==> src/include/core_params.svh <==
// core parameters shared by the decode, execute and register file blocks
`ifndef CORE_PARAMS_SVH
`define CORE_PARAMS_SVH

// data path and pc width
`define XLEN 32

// register address width, rs1/rs2/rd fields
`define REG_AW 5

// architectural integer registers, x0 included
`define NUM_REGS 32

`endif

==> src/design/isa_pkg.sv <==
// instruction set types for the RV32I integer ALU subset
package isa_pkg;

    // major opcode, instruction bits 6:2
    typedef enum logic [4:0] {
        OP     = 5'b01100, // register-register ALU
        OP_IMM = 5'b00100, // register-immediate ALU
        LUI    = 5'b01101,
        AUIPC  = 5'b00101
    } opcode_e;

    // micro-ops seen by the execute stage
    // illegal is zero so a cleared pipeline register is a bubble
    typedef enum logic [4:0] {
        UOP_ILLEGAL = 5'd0,
        UOP_ADD     = 5'd1, // also lui and auipc
        UOP_SUB     = 5'd2,
        UOP_AND     = 5'd3,
        UOP_OR      = 5'd4,
        UOP_XOR     = 5'd5,
        UOP_SLL     = 5'd6,
        UOP_SRL     = 5'd7,
        UOP_SRA     = 5'd8,
        UOP_SLT     = 5'd9,
        UOP_SLTU    = 5'd10
    } uop_e;

    // immediate layout of the instruction
    typedef enum logic [1:0] {
        IMM_NONE = 2'd0, // R-type, op2 from rs2
        IMM_I    = 2'd1,
        IMM_U    = 2'd2
    } imm_fmt_e;

endpackage

==> src/design/pipe_pkg.sv <==
// pipeline control types for operand forwarding
package pipe_pkg;

    // operand source picked in decode
    // execute is the youngest result and wins over writeback
    typedef enum logic [1:0] {
        FWD_RF  = 2'd0, // register file read
        FWD_EXE = 2'd1, // alu output of the instruction in execute
        FWD_WB  = 2'd2  // writeback register
    } fwd_sel_e;

endpackage

==> src/design/dec_exe_if.sv <==
// decode to execute bundle carrying one decoded instruction per cycle
`timescale 1ns/1ns

`include "core_params.svh"

interface dec_exe_if;
    import isa_pkg::*;

    logic              valid; // legal instruction in this slot
    uop_e              uop;
    logic [`REG_AW-1:0] rd;
    logic [`XLEN-1:0]  op1;   // already forwarded or replaced by pc/zero
    logic [`XLEN-1:0]  op2;   // already forwarded or replaced by the immediate
    logic [`XLEN-1:0]  pc;

    modport dec (output valid, uop, rd, op1, op2, pc);
    modport exe (input valid, uop, rd, op1, op2, pc);

endinterface

==> src/design/core_front_top.sv <==
// core front top, decode/register read, forwarding and execute/writeback stages
`timescale 1ns/1ns

`include "core_params.svh"

module core_front_top (
    input  logic               clk_i,
    input  logic               rst_i,
    input  logic [`XLEN-1:0]   instr_i,
    input  logic               instr_valid_i,
    input  logic [`XLEN-1:0]   pc_i,
    output logic               wb_valid_o,
    output logic [`REG_AW-1:0] wb_rd_o,
    output logic [`XLEN-1:0]   wb_value_o,
    output logic [`XLEN-1:0]   wb_pc_o,
    output logic               illegal_o
);
    import pipe_pkg::*;

    logic [`REG_AW-1:0] rs1;
    logic [`REG_AW-1:0] rs2;
    fwd_sel_e           fwd1_sel;
    fwd_sel_e           fwd2_sel;
    logic [`XLEN-1:0]   exe_result;
    logic               dec_illegal; // illegal flag leaving decode

    dec_exe_if de_bus ();

    decode_regread u_decode (
        .clk_i         (clk_i),
        .rst_i         (rst_i),
        .instr_i       (instr_i),
        .instr_valid_i (instr_valid_i),
        .pc_i          (pc_i),
        .fwd1_sel_i    (fwd1_sel),
        .fwd2_sel_i    (fwd2_sel),
        .exe_fwd_i     (exe_result),
        .wb_fwd_i      (wb_value_o),
        .wr_addr_i     (wb_rd_o),
        .wr_data_i     (wb_value_o),
        .wr_en_i       (wb_valid_o),
        .rs1_o         (rs1),
        .rs2_o         (rs2),
        .illegal_o     (dec_illegal),
        .de            (de_bus.dec)
    );

    forward_ctrl u_forward (
        .rs1_i       (rs1),
        .rs2_i       (rs2),
        .exe_valid_i (de_bus.valid),
        .exe_rd_i    (de_bus.rd),
        .wb_valid_i  (wb_valid_o),
        .wb_rd_i     (wb_rd_o),
        .fwd1_sel_o  (fwd1_sel),
        .fwd2_sel_o  (fwd2_sel)
    );

    execute_alu u_execute (
        .clk_i        (clk_i),
        .rst_i        (rst_i),
        .illegal_i    (dec_illegal),
        .de           (de_bus.exe),
        .exe_result_o (exe_result),
        .wb_valid_o   (wb_valid_o),
        .wb_rd_o      (wb_rd_o),
        .wb_value_o   (wb_value_o),
        .wb_pc_o      (wb_pc_o),
        .illegal_o    (illegal_o)
    );

endmodule

==> src/design/decode_regread.sv <==
// decode and register read stage, builds the micro-op and forwarded operands
`timescale 1ns/1ns

`include "core_params.svh"

module decode_regread (
    input  logic               clk_i,
    input  logic               rst_i,
    input  logic [`XLEN-1:0]   instr_i,
    input  logic               instr_valid_i,
    input  logic [`XLEN-1:0]   pc_i,
    input  pipe_pkg::fwd_sel_e fwd1_sel_i,
    input  pipe_pkg::fwd_sel_e fwd2_sel_i,
    input  logic [`XLEN-1:0]   exe_fwd_i,
    input  logic [`XLEN-1:0]   wb_fwd_i,
    input  logic [`REG_AW-1:0] wr_addr_i,
    input  logic [`XLEN-1:0]   wr_data_i,
    input  logic               wr_en_i,
    output logic [`REG_AW-1:0] rs1_o,
    output logic [`REG_AW-1:0] rs2_o,
    output logic               illegal_o,
    dec_exe_if.dec             de
);
    import isa_pkg::*;
    import pipe_pkg::*;

    opcode_e          opcode;
    logic [2:0]       funct3;
    logic             f7_b5;
    logic             f7_rest_zero; // funct7 bits other than bit 5
    uop_e             uop;
    imm_fmt_e         imm_fmt;
    logic [`XLEN-1:0] imm;
    logic [`XLEN-1:0] rs1_data;
    logic [`XLEN-1:0] rs2_data;
    logic [`XLEN-1:0] op1;
    logic [`XLEN-1:0] op2;

    assign opcode       = opcode_e'(instr_i[6:2]);
    assign funct3       = instr_i[14:12];
    assign f7_b5        = instr_i[30];
    assign f7_rest_zero = (instr_i[31] == 1'b0) && (instr_i[29:25] == '0);
    assign rs1_o        = instr_i[19:15];
    assign rs2_o        = instr_i[24:20];

    always_comb begin
        uop     = UOP_ILLEGAL;
        imm_fmt = IMM_NONE;
        if ((instr_i[1:0] == 2'b11) && f7_rest_zero) begin // rv32 word, no M or custom funct7
            case (opcode)
                OP: begin
                    case (funct3)
                        3'b000:  uop = f7_b5 ? UOP_SUB : UOP_ADD;
                        3'b001:  uop = f7_b5 ? UOP_ILLEGAL : UOP_SLL;
                        3'b010:  uop = f7_b5 ? UOP_ILLEGAL : UOP_SLT;
                        3'b011:  uop = f7_b5 ? UOP_ILLEGAL : UOP_SLTU;
                        3'b100:  uop = f7_b5 ? UOP_ILLEGAL : UOP_XOR;
                        3'b101:  uop = f7_b5 ? UOP_SRA : UOP_SRL;
                        3'b110:  uop = f7_b5 ? UOP_ILLEGAL : UOP_OR;
                        default: uop = f7_b5 ? UOP_ILLEGAL : UOP_AND;
                    endcase
                end
                OP_IMM: begin
                    imm_fmt = IMM_I;
                    case (funct3)
                        3'b001:  uop = f7_b5 ? UOP_ILLEGAL : UOP_SLL;
                        3'b101:  uop = f7_b5 ? UOP_SRA : UOP_SRL;
                        default: uop = UOP_ILLEGAL; // non-shift ops decoded below
                    endcase
                end
                default: uop = UOP_ILLEGAL;
            endcase
        end

        // non-shift I-type immediates may use any upper bits
        if ((opcode == OP_IMM) && (instr_i[1:0] == 2'b11) && (funct3[1:0] != 2'b01)) begin
            imm_fmt = IMM_I;
            case (funct3)
                3'b000:  uop = UOP_ADD;
                3'b010:  uop = UOP_SLT;
                3'b011:  uop = UOP_SLTU;
                3'b100:  uop = UOP_XOR;
                3'b110:  uop = UOP_OR;
                default: uop = UOP_AND;
            endcase
        end

        // lui and auipc carry immediate bits in the funct7 field too
        if (((opcode == LUI) || (opcode == AUIPC)) && (instr_i[1:0] == 2'b11)) begin
            uop     = UOP_ADD;
            imm_fmt = IMM_U;
        end

        if (!instr_valid_i) begin
            uop = UOP_ILLEGAL; // empty slot
        end
    end

    always_comb begin
        case (imm_fmt)
            IMM_I: begin
                if (funct3[1:0] == 2'b01) begin
                    imm = {{(`XLEN-5){1'b0}}, instr_i[24:20]}; // shamt only
                end else begin
                    imm = {{(`XLEN-12){instr_i[31]}}, instr_i[31:20]};
                end
            end
            IMM_U:   imm = {instr_i[31:12], 12'b0};
            default: imm = '0;
        endcase
    end

    reg_file u_reg_file (
        .clk_i      (clk_i),
        .rst_i      (rst_i),
        .rd1_addr_i (rs1_o),
        .rd2_addr_i (rs2_o),
        .wr_addr_i  (wr_addr_i),
        .wr_data_i  (wr_data_i),
        .wr_en_i    (wr_en_i),
        .rd1_data_o (rs1_data),
        .rd2_data_o (rs2_data)
    );

    function automatic logic [`XLEN-1:0] fwd_pick(
        input fwd_sel_e         sel,
        input logic [`XLEN-1:0] rf_val,
        input logic [`XLEN-1:0] exe_val,
        input logic [`XLEN-1:0] wb_val
    );
        case (sel)
            FWD_EXE: return exe_val;
            FWD_WB:  return wb_val;
            default: return rf_val;
        endcase
    endfunction

    // selects apply only to operands read from registers
    always_comb begin
        case (opcode)
            AUIPC:   op1 = pc_i;
            LUI:     op1 = '0;
            default: op1 = fwd_pick(fwd1_sel_i, rs1_data, exe_fwd_i, wb_fwd_i);
        endcase
        if (imm_fmt != IMM_NONE) begin
            op2 = imm;
        end else begin
            op2 = fwd_pick(fwd2_sel_i, rs2_data, exe_fwd_i, wb_fwd_i);
        end
    end

    always_ff @(posedge clk_i) begin
        if (rst_i) begin
            de.valid  <= 1'b0;
            de.uop    <= UOP_ILLEGAL;
            de.rd     <= '0;
            de.op1    <= '0;
            de.op2    <= '0;
            de.pc     <= '0;
            illegal_o <= 1'b0;
        end else begin
            de.valid  <= (uop != UOP_ILLEGAL);
            de.uop    <= uop;
            de.rd     <= instr_i[11:7];
            de.op1    <= op1;
            de.op2    <= op2;
            de.pc     <= pc_i;
            illegal_o <= instr_valid_i && (uop == UOP_ILLEGAL); // undecodable word
        end
    end

endmodule

==> src/design/execute_alu.sv <==
// execute stage ALU and writeback register feeding the register file write port
`timescale 1ns/1ns

`include "core_params.svh"

module execute_alu (
    input  logic               clk_i,
    input  logic               rst_i,
    input  logic               illegal_i,
    dec_exe_if.exe             de,
    output logic [`XLEN-1:0]   exe_result_o,
    output logic               wb_valid_o,
    output logic [`REG_AW-1:0] wb_rd_o,
    output logic [`XLEN-1:0]   wb_value_o,
    output logic [`XLEN-1:0]   wb_pc_o,
    output logic               illegal_o
);
    import isa_pkg::*;

    logic [4:0] shamt;

    assign shamt = de.op2[4:0]; // rv32 shifts use 5 bits

    always_comb begin
        case (de.uop)
            UOP_ADD:  exe_result_o = de.op1 + de.op2;
            UOP_SUB:  exe_result_o = de.op1 - de.op2;
            UOP_AND:  exe_result_o = de.op1 & de.op2;
            UOP_OR:   exe_result_o = de.op1 | de.op2;
            UOP_XOR:  exe_result_o = de.op1 ^ de.op2;
            UOP_SLL:  exe_result_o = de.op1 << shamt;
            UOP_SRL:  exe_result_o = de.op1 >> shamt;
            UOP_SRA:  exe_result_o = $unsigned($signed(de.op1) >>> shamt); // sign fill
            UOP_SLT: begin
                exe_result_o = {{(`XLEN-1){1'b0}}, ($signed(de.op1) < $signed(de.op2))};
            end
            UOP_SLTU: exe_result_o = {{(`XLEN-1){1'b0}}, (de.op1 < de.op2)};
            default:  exe_result_o = '0; // bubble
        endcase
    end

    // wb outputs double as the register file write port
    always_ff @(posedge clk_i) begin
        if (rst_i) begin
            wb_valid_o <= 1'b0;
            wb_rd_o    <= '0;
            wb_value_o <= '0;
            wb_pc_o    <= '0;
            illegal_o  <= 1'b0;
        end else begin
            wb_valid_o <= de.valid;
            wb_rd_o    <= de.rd;
            wb_value_o <= exe_result_o;
            wb_pc_o    <= de.pc;
            illegal_o  <= illegal_i; // follows its slot
        end
    end

    // an illegal slot must never reach the register file
    a_illegal_no_write : assert property (@(posedge clk_i) disable iff (rst_i)
        illegal_i |=> !wb_valid_o)
        else $error("illegal slot reached writeback as valid");

endmodule

==> src/design/forward_ctrl.sv <==
// operand forwarding control, matches decode sources against execute and writeback
`timescale 1ns/1ns

`include "core_params.svh"

module forward_ctrl (
    input  logic               [`REG_AW-1:0] rs1_i,
    input  logic               [`REG_AW-1:0] rs2_i,
    input  logic                             exe_valid_i,
    input  logic               [`REG_AW-1:0] exe_rd_i,
    input  logic                             wb_valid_i,
    input  logic               [`REG_AW-1:0] wb_rd_i,
    output pipe_pkg::fwd_sel_e               fwd1_sel_o,
    output pipe_pkg::fwd_sel_e               fwd2_sel_o
);
    import pipe_pkg::*;

    logic exe_live; // execute writes a real register
    logic wb_live;

    assign exe_live = exe_valid_i && (exe_rd_i != '0);
    assign wb_live  = wb_valid_i && (wb_rd_i != '0);

    function automatic fwd_sel_e pick_src(
        input logic [`REG_AW-1:0] rs,
        input logic               exe_hit_ok,
        input logic [`REG_AW-1:0] exe_rd,
        input logic               wb_hit_ok,
        input logic [`REG_AW-1:0] wb_rd
    );
        if (exe_hit_ok && (rs == exe_rd)) begin
            return FWD_EXE; // youngest producer first
        end else if (wb_hit_ok && (rs == wb_rd)) begin
            return FWD_WB;
        end
        return FWD_RF;
    endfunction

    assign fwd1_sel_o = pick_src(rs1_i, exe_live, exe_rd_i, wb_live, wb_rd_i);
    assign fwd2_sel_o = pick_src(rs2_i, exe_live, exe_rd_i, wb_live, wb_rd_i);

endmodule

==> src/design/reg_file.sv <==
// integer register file, two asynchronous reads, one clocked write, x0 tied to zero
`timescale 1ns/1ns

`include "core_params.svh"

module reg_file (
    input  logic               clk_i,
    input  logic               rst_i,
    input  logic [`REG_AW-1:0] rd1_addr_i,
    input  logic [`REG_AW-1:0] rd2_addr_i,
    input  logic [`REG_AW-1:0] wr_addr_i,
    input  logic [`XLEN-1:0]   wr_data_i,
    input  logic               wr_en_i,
    output logic [`XLEN-1:0]   rd1_data_o,
    output logic [`XLEN-1:0]   rd2_data_o
);

    logic [`XLEN-1:0] regs [`NUM_REGS];

    always_ff @(posedge clk_i) begin
        if (rst_i) begin
            for (int i = 0; i < `NUM_REGS; i++) begin
                regs[i] <= '0;
            end
        end else if (wr_en_i && (wr_addr_i != '0)) begin
            regs[wr_addr_i] <= wr_data_i; // x0 writes dropped
        end
    end

    // no write-through, same cycle hazards go through forwarding
    // x0 reads come from regs[0], cleared by reset and never written
    assign rd1_data_o = regs[rd1_addr_i];
    assign rd2_data_o = regs[rd2_addr_i];

    // x0 stays zero on both ports whatever was written before
    a_x0_zero : assert property (@(posedge clk_i) disable iff (rst_i)
        ((rd1_addr_i == '0) |-> (rd1_data_o == '0)) and
        ((rd2_addr_i == '0) |-> (rd2_data_o == '0)))
        else $error("x0 read back nonzero");

endmodule

==> config.mk <==
export PLATFORM = sky130hd
export DESIGN_NAME = core_front_top
export DESIGN_NICKNAME = d
export VERILOG_FILES = /design/src/design/isa_pkg.sv /design/src/design/pipe_pkg.sv /design/src/design/dec_exe_if.sv /design/src/design/core_front_top.sv /design/src/design/decode_regread.sv /design/src/design/execute_alu.sv /design/src/design/forward_ctrl.sv /design/src/design/reg_file.sv
export VERILOG_INCLUDE_DIRS = /design/src /design/src/include
export SDC_FILE = /design/constraint.sdc
export NUM_CORES = 2
export LEC_CHECK = 0
export BUFFER_PORTS_ARGS = -buffer_cell sky130_fd_sc_hd__buf_2
export CAP_MARGIN = 20
export CORE_AREA = 2 2 491 493
export CTS_CLUSTER_SIZE = 12
export DETAILED_ROUTE_END_ITERATION = 6
export DIE_AREA = 0 0 493 495
export REMOVE_ABC_BUFFERS = 1
export SLEW_MARGIN = 10
export SYNTH_ARGS = -nofsm -noshare
export SYNTH_HDL_FRONTEND = slang
export SYNTH_SLANG_ARGS = --single-unit
==> constraint.sdc <==
create_clock -name clk_i -period 5.8 [get_ports clk_i]
set_clock_uncertainty 0.15 [all_clocks]
set_input_delay 0.29 -clock clk_i [delete_from_list [all_inputs] [get_ports clk_i]]
set_output_delay 0.29 -clock clk_i [all_outputs]
set_load 0.02 [all_outputs]
; ---- Word level (Yosys, flattened, before mapping)
; Memory sizes are Yosys's and may differ from the RTL's.
; Index checks and enable logic that the tools add are counted.
[totals]
ff_bits = 179
ramBits = 1024
word_cells = 123
n_memories = 1
[classes]
addsub = 2
order_cmp = 2
n_eq_ne = 33
shift = 3
muxes = 45
n_bitwise = 4
reduce_logical = 21
[mem_list]
columns = memory, depth, word_bits, rd, rd_clocked_by_memory_dff, wr, line_no
row1 = u_decode.u_reg_file.regs, 32, 32, 2, 0, 32, reg_file.sv:18  ; logic [`XLEN-1:0] regs [`NUM_REGS];
[ops]
columns = op, count
row1 = $pmux W32 S10, 1
row2 = $pmux W32 S2, 4
row3 = $mux W32, 3
row4 = $lt A32 B32 Y1, 2
row5 = $pmux W5 S7, 1
row6 = $add A32 B32 Y32, 1
row7 = $and A32 B32 Y32, 1
row8 = $or A32 B32 Y32, 1
row9 = $reduce_or A32 Y1, 1
row10 = $shl A32 B5 Y32, 1
row11 = $shr A32 B5 Y32, 1
row12 = $sshr A32 B5 Y32, 1
row13 = $sub A32 B32 Y32, 1
row14 = $xor A32 B32 Y32, 1
row15 = $eq A5 B3 Y1 const B, 6
row16 = $eq A5 B4 Y1 const B, 5
row17 = $mux W5, 5
row18 = $mux W2, 11
row19 = $eq A5 B5 Y1, 4
row20 = $pmux W4 S5, 1
row21 = $pmux W5 S2, 2
row22 = $reduce_bool A5 Y1, 3
row23 = $logic_and A1 B1 Y1, 12
row24 = $mux W4, 3
row25 = 15 further kinds, 38

; ---- Longest topological paths before layout
[depth]
word_depth = 9
ltp_mapped = 15

; ---- Modules after synthesis
; A second synthesis with hierarchy kept.
[unflattened]
cells_unflattened = 6706
hier_area_um2 = 71946.5
[modules_own_cells]
columns = mod, n_inst, cells_per_inst, area_each_um2, seq_area_each_um2
row1 = reg_file, 1, 4605, 55888.6, 30749.5
row2 = execute_alu, 1, 1505, 10934.2, 1421.4
row3 = decode_regread, 1, 562, 4865.9, 2142.1
row4 = forward_ctrl, 1, 34, 257.7, 0.0

; ---- Least setup slack after synthesis
; No wires, ideal clock.
[synth_timing]
path_kind = register to register
from = reg u_execute.wb_rd_o[3]
to = mem u_decode.u_reg_file.regs[20][0] (netlist name), enable pin
setup_time_ns = 0.466
arrival_time_ns = 4.083
required_ns = 5.184
slack_ns = 1.101
path_stages_with_launch = 8
path_buffers = 3
period_less_slack_ns = 4.699
cell_sequence = dfxtp_1 -> buf_2 -> or3_1 -> clkbuf_1 -> o31ai_1 -> or4_1 -> clkbuf_1 -> o21ai_0
[synth_rtl]
columns = element, line_no
row1 = "start, declared", execute_alu.sv:13  ; output logic [`REG_AW-1:0] wb_rd_o,
row2 = "start signal, assigned", execute_alu.sv:52  ; wb_rd_o <= de.rd;
row3 = "end, declared", reg_file.sv:18

==> flow_summary.ini <==
[run_status]
status = finished, violations left
violations = design-rule violations

[grt]
use_met2_pct = 32.9
grtUsageTotal_pct = 20.2
grt_most_used_layer = met2
grt_start_max_net_pins = 73
grt-ovfl-total = 0
grt_pass1_wl_um = 354000
met3_usage_pct = 4.89
grt_pass1_vias = 46800
met1_usage_pct = 26.4
antenna_found_initial = 15

[yosys]
synth_largest_area_cell = edfxtp_1
ys_seq_elements = 1202
synthCells = 5075
ys_types = 93
synth-main-ff-cell = edfxtp_1
syn_area_per_cell_um2 = 13.6
synth_top_area_share_pct = 44.7
synth-edff-count = 1024
yosysSeqAreaShare_pct = 49.8
syn-cell-area_um2 = 68800
async_reset_ff_share_pct = 0
ys_top_cells_by_area = edfxtp_1 (45%), mux4_2 (23%), and2_1 (9.2%), dfxtp_1 (5.2%), clkbuf_1 (2.1%)
yosysWarnings = 0

[floorplan]
die_y_um = 495
die_area_um2 = 244000
design.core.area_um2 = 239000
num_io_pins = 138
initial_utilization_pct = 28.8
placement_rows = 180
die_w_um = 493

[final_layout]
fin_util_pct = 33.0
final_nets = 5279
layout_commonest_cell = edfxtp_1
final_layout_size_suffix_gt1_share_pct = 25.3
final_cells = 8406
areaGrowthSynthToFinish_pct = 14.6
final_cell_mix = edfxtp_1 (1,024), and2_1 (1,014), mux4_2 (694)
fin_area_um2 = 78900
fillers = 23200

[pwr]
p_leak_nw = 27.9
ir_drop_uv = 338
p_per_area_nw_per_um2 = 279
power_mw = 22.0

[timing]
finalMaxSlewViolations = 0
fin_ws_ns = 1.42
final.setup.tns_ns = 0
final_hold_viol_count = 0
finalCritPeriodShare_pct = 75.5
max_slew_margin_pct = 19.0
fin_crit_ns = 4.38
rsz0062_at_grt = no
finalSetupViolCount = 0
fmax_mhz = 228
worst_pin_slew_ns = 1.21
holdWs_ns = 0.0601

[cts]
ctsHoldBuffers = 59
path_clk_slew_ns = 0.06
post_cts_resized = 0
root_buffer = clkbuf_16
cts.sinks = 1202
cts.path.max_buffers = 3
cts_setup_buffers = 0
clock_latency_ns = 0.80
tritoncts = done
cts_inserted_buffers = 137
cts_max_level = 4

[job]
cap_viol_max_count = 0

[setup_path]
cpPeakStageDelay_ns = 0.89
crit_path_cell_trace = or3_1 -> o31ai_1 -> or4_1 -> buf_4 -> o21ai_4 -> buf_4
path_class = flop to flop
r2r_start = u_execute.wb_rd_o[3]
cp_slowest_cell = o21ai_4
cp.arrival_ns = 4.67
r2r_cells = 6
cp-startpoint = u_execute.wb_rd_o[3]
crit_top_cell = buf_4
rr_endpoint = u_decode.u_reg_file.regs[12][14]
crit_path_end_kind = flop
critPathRequiredTime_ns = 6.08
reg2reg_slack_ns = 1.42
critPathLaunchType = flop
path_max_fanout = 20
worstSetupEndpoint = u_decode.u_reg_file.regs[12][14]

[placement]
place_worst_setup_slack_ns = 1.52
io_buffers = 137
placed_cell_area_um2 = 73900
gp_congestion = 0.956
dp_cells = 8094
dp_hpwl_um = 162000

[route]
drt_iter0_markers = 6238
via_count = 47200
post_drt_via_cell_ratio = 5.61
detail-route-antenna-nets = 0
dr.pass1.iters = 7
wire_per_inst_um = 30.0
drc = 36
totalWireLength_um = 252000

[worst_hold_path]
hp-class = input port to flop
[cells by family after synthesis]
| logic type | Yosys count | synth area share [%] |
|---|---|---|
| buf+inv | 606 | 3.55 |
| compound gates | 628 | 5.99 |
| other cells | 1 | 0.00545 |
| mux | 819 | 24.6 |
| xor+xnor | 26 | 0.331 |
| simple gates | 1692 | 13.9 |
| fa+ha+maj | 101 | 1.86 |
| flops | 1202 | 49.8 |
[area by class of cell]
cell class | instances | area (um^2) | area share [%]
Antenna cell | 6 | 15.0 | 0.0190
Clock buffer | 178 | 3620 | 4.59
Clock inverter | 65 | 688 | 0.872
Inverter | 98 | 369 | 0.468
Multi-Input combinational cell | 3298 | 32800 | 41.6
Sequential cell | 1202 | 34300 | 43.5
Tap cell | 3185 | 3990 | 5.05
Timing Repair Buffer | 374 | 3040 | 3.86
[synthesized netlist by cell type, types with 10 or more instances]
library cell / instances
nand3_1: 29
inv_1: 96
nand3b_1: 10
o211ai_1: 20
a221o_1: 24
nor4_1: 12
o22ai_1: 16
and2_1: 1014
nand2_1: 130
nand2b_1: 15
buf_2: 83
mux2_2: 16
xnor2_1: 17
o221ai_1: 37
a21oi_1: 191
clkbuf_1: 376
o21ai_0: 142
dfxtp_1: 178
mux2i_1: 109
or3_1: 19
ha_1: 99
a31oi_1: 15
nor2_1: 288
nor3_1: 34
buf_1: 37
a211oi_1: 17
mux4_2: 694
a21o_1: 20
edfxtp_1: 1024
o21bai_1: 14
nor2b_1: 89
a221oi_1: 17
[routing by layer]
metal | share of wire, % | wire length [um]
met3 | 10 | 25900
met4 | 3.5 | 8910
met2 | 47 | 119000
met5 | 0.027 | 68
met1 | 39 | 98300
[flip-flops by register name, indices dropped and copies added, names as in the netlist, 5 cells and up]
register / count
u_execute.wb_rd_o: 5
u_decode.u_reg_file.regs: 1024
u_decode.de.op2: 32
u_decode.de.pc: 32
u_decode.de.rd: 5
u_decode.de.op1: 32
u_execute.wb_pc_o: 32
u_execute.wb_value_o: 32
[worst min-delay path by stage]
stage,startpoint,to,slack [ns],cells past startpoint
3_3_place_gp,u_decode.de.pc[4],u_execute.wb_pc_o[4],0.27,1
5_1_grt,instr_i[5],u_decode.de.uop[2],0.05,5
2_1_floorplan,rst_i,u_decode.de.valid,0.21,1
6_report,instr_i[5],u_decode.de.uop[2],0.06,5
3_5_place_dp,u_decode.de.pc[0],u_execute.wb_pc_o[0],0.27,1
4_1_cts,instr_i[5],u_decode.de.uop[2],0.01,5
[worst max-delay path, delay by kind of cell (launching register included)]
kind,cells,cell delay (ns)
DFF,1,0.73
buffers and inverters,2,0.80
AOI/OAI and AO/OA,2,1.19
and+or+nand+nor,2,1.09
[where the power goes]
group | switching (mW) | internal (mW) | leakage, nW
clock | 3.83 | 4.73 | 2.08
sequential | 0.249 | 9.70 | 12.0
combinational | 2.17 | 1.36 | 13.8
Power figures use the tool's default switching activity.
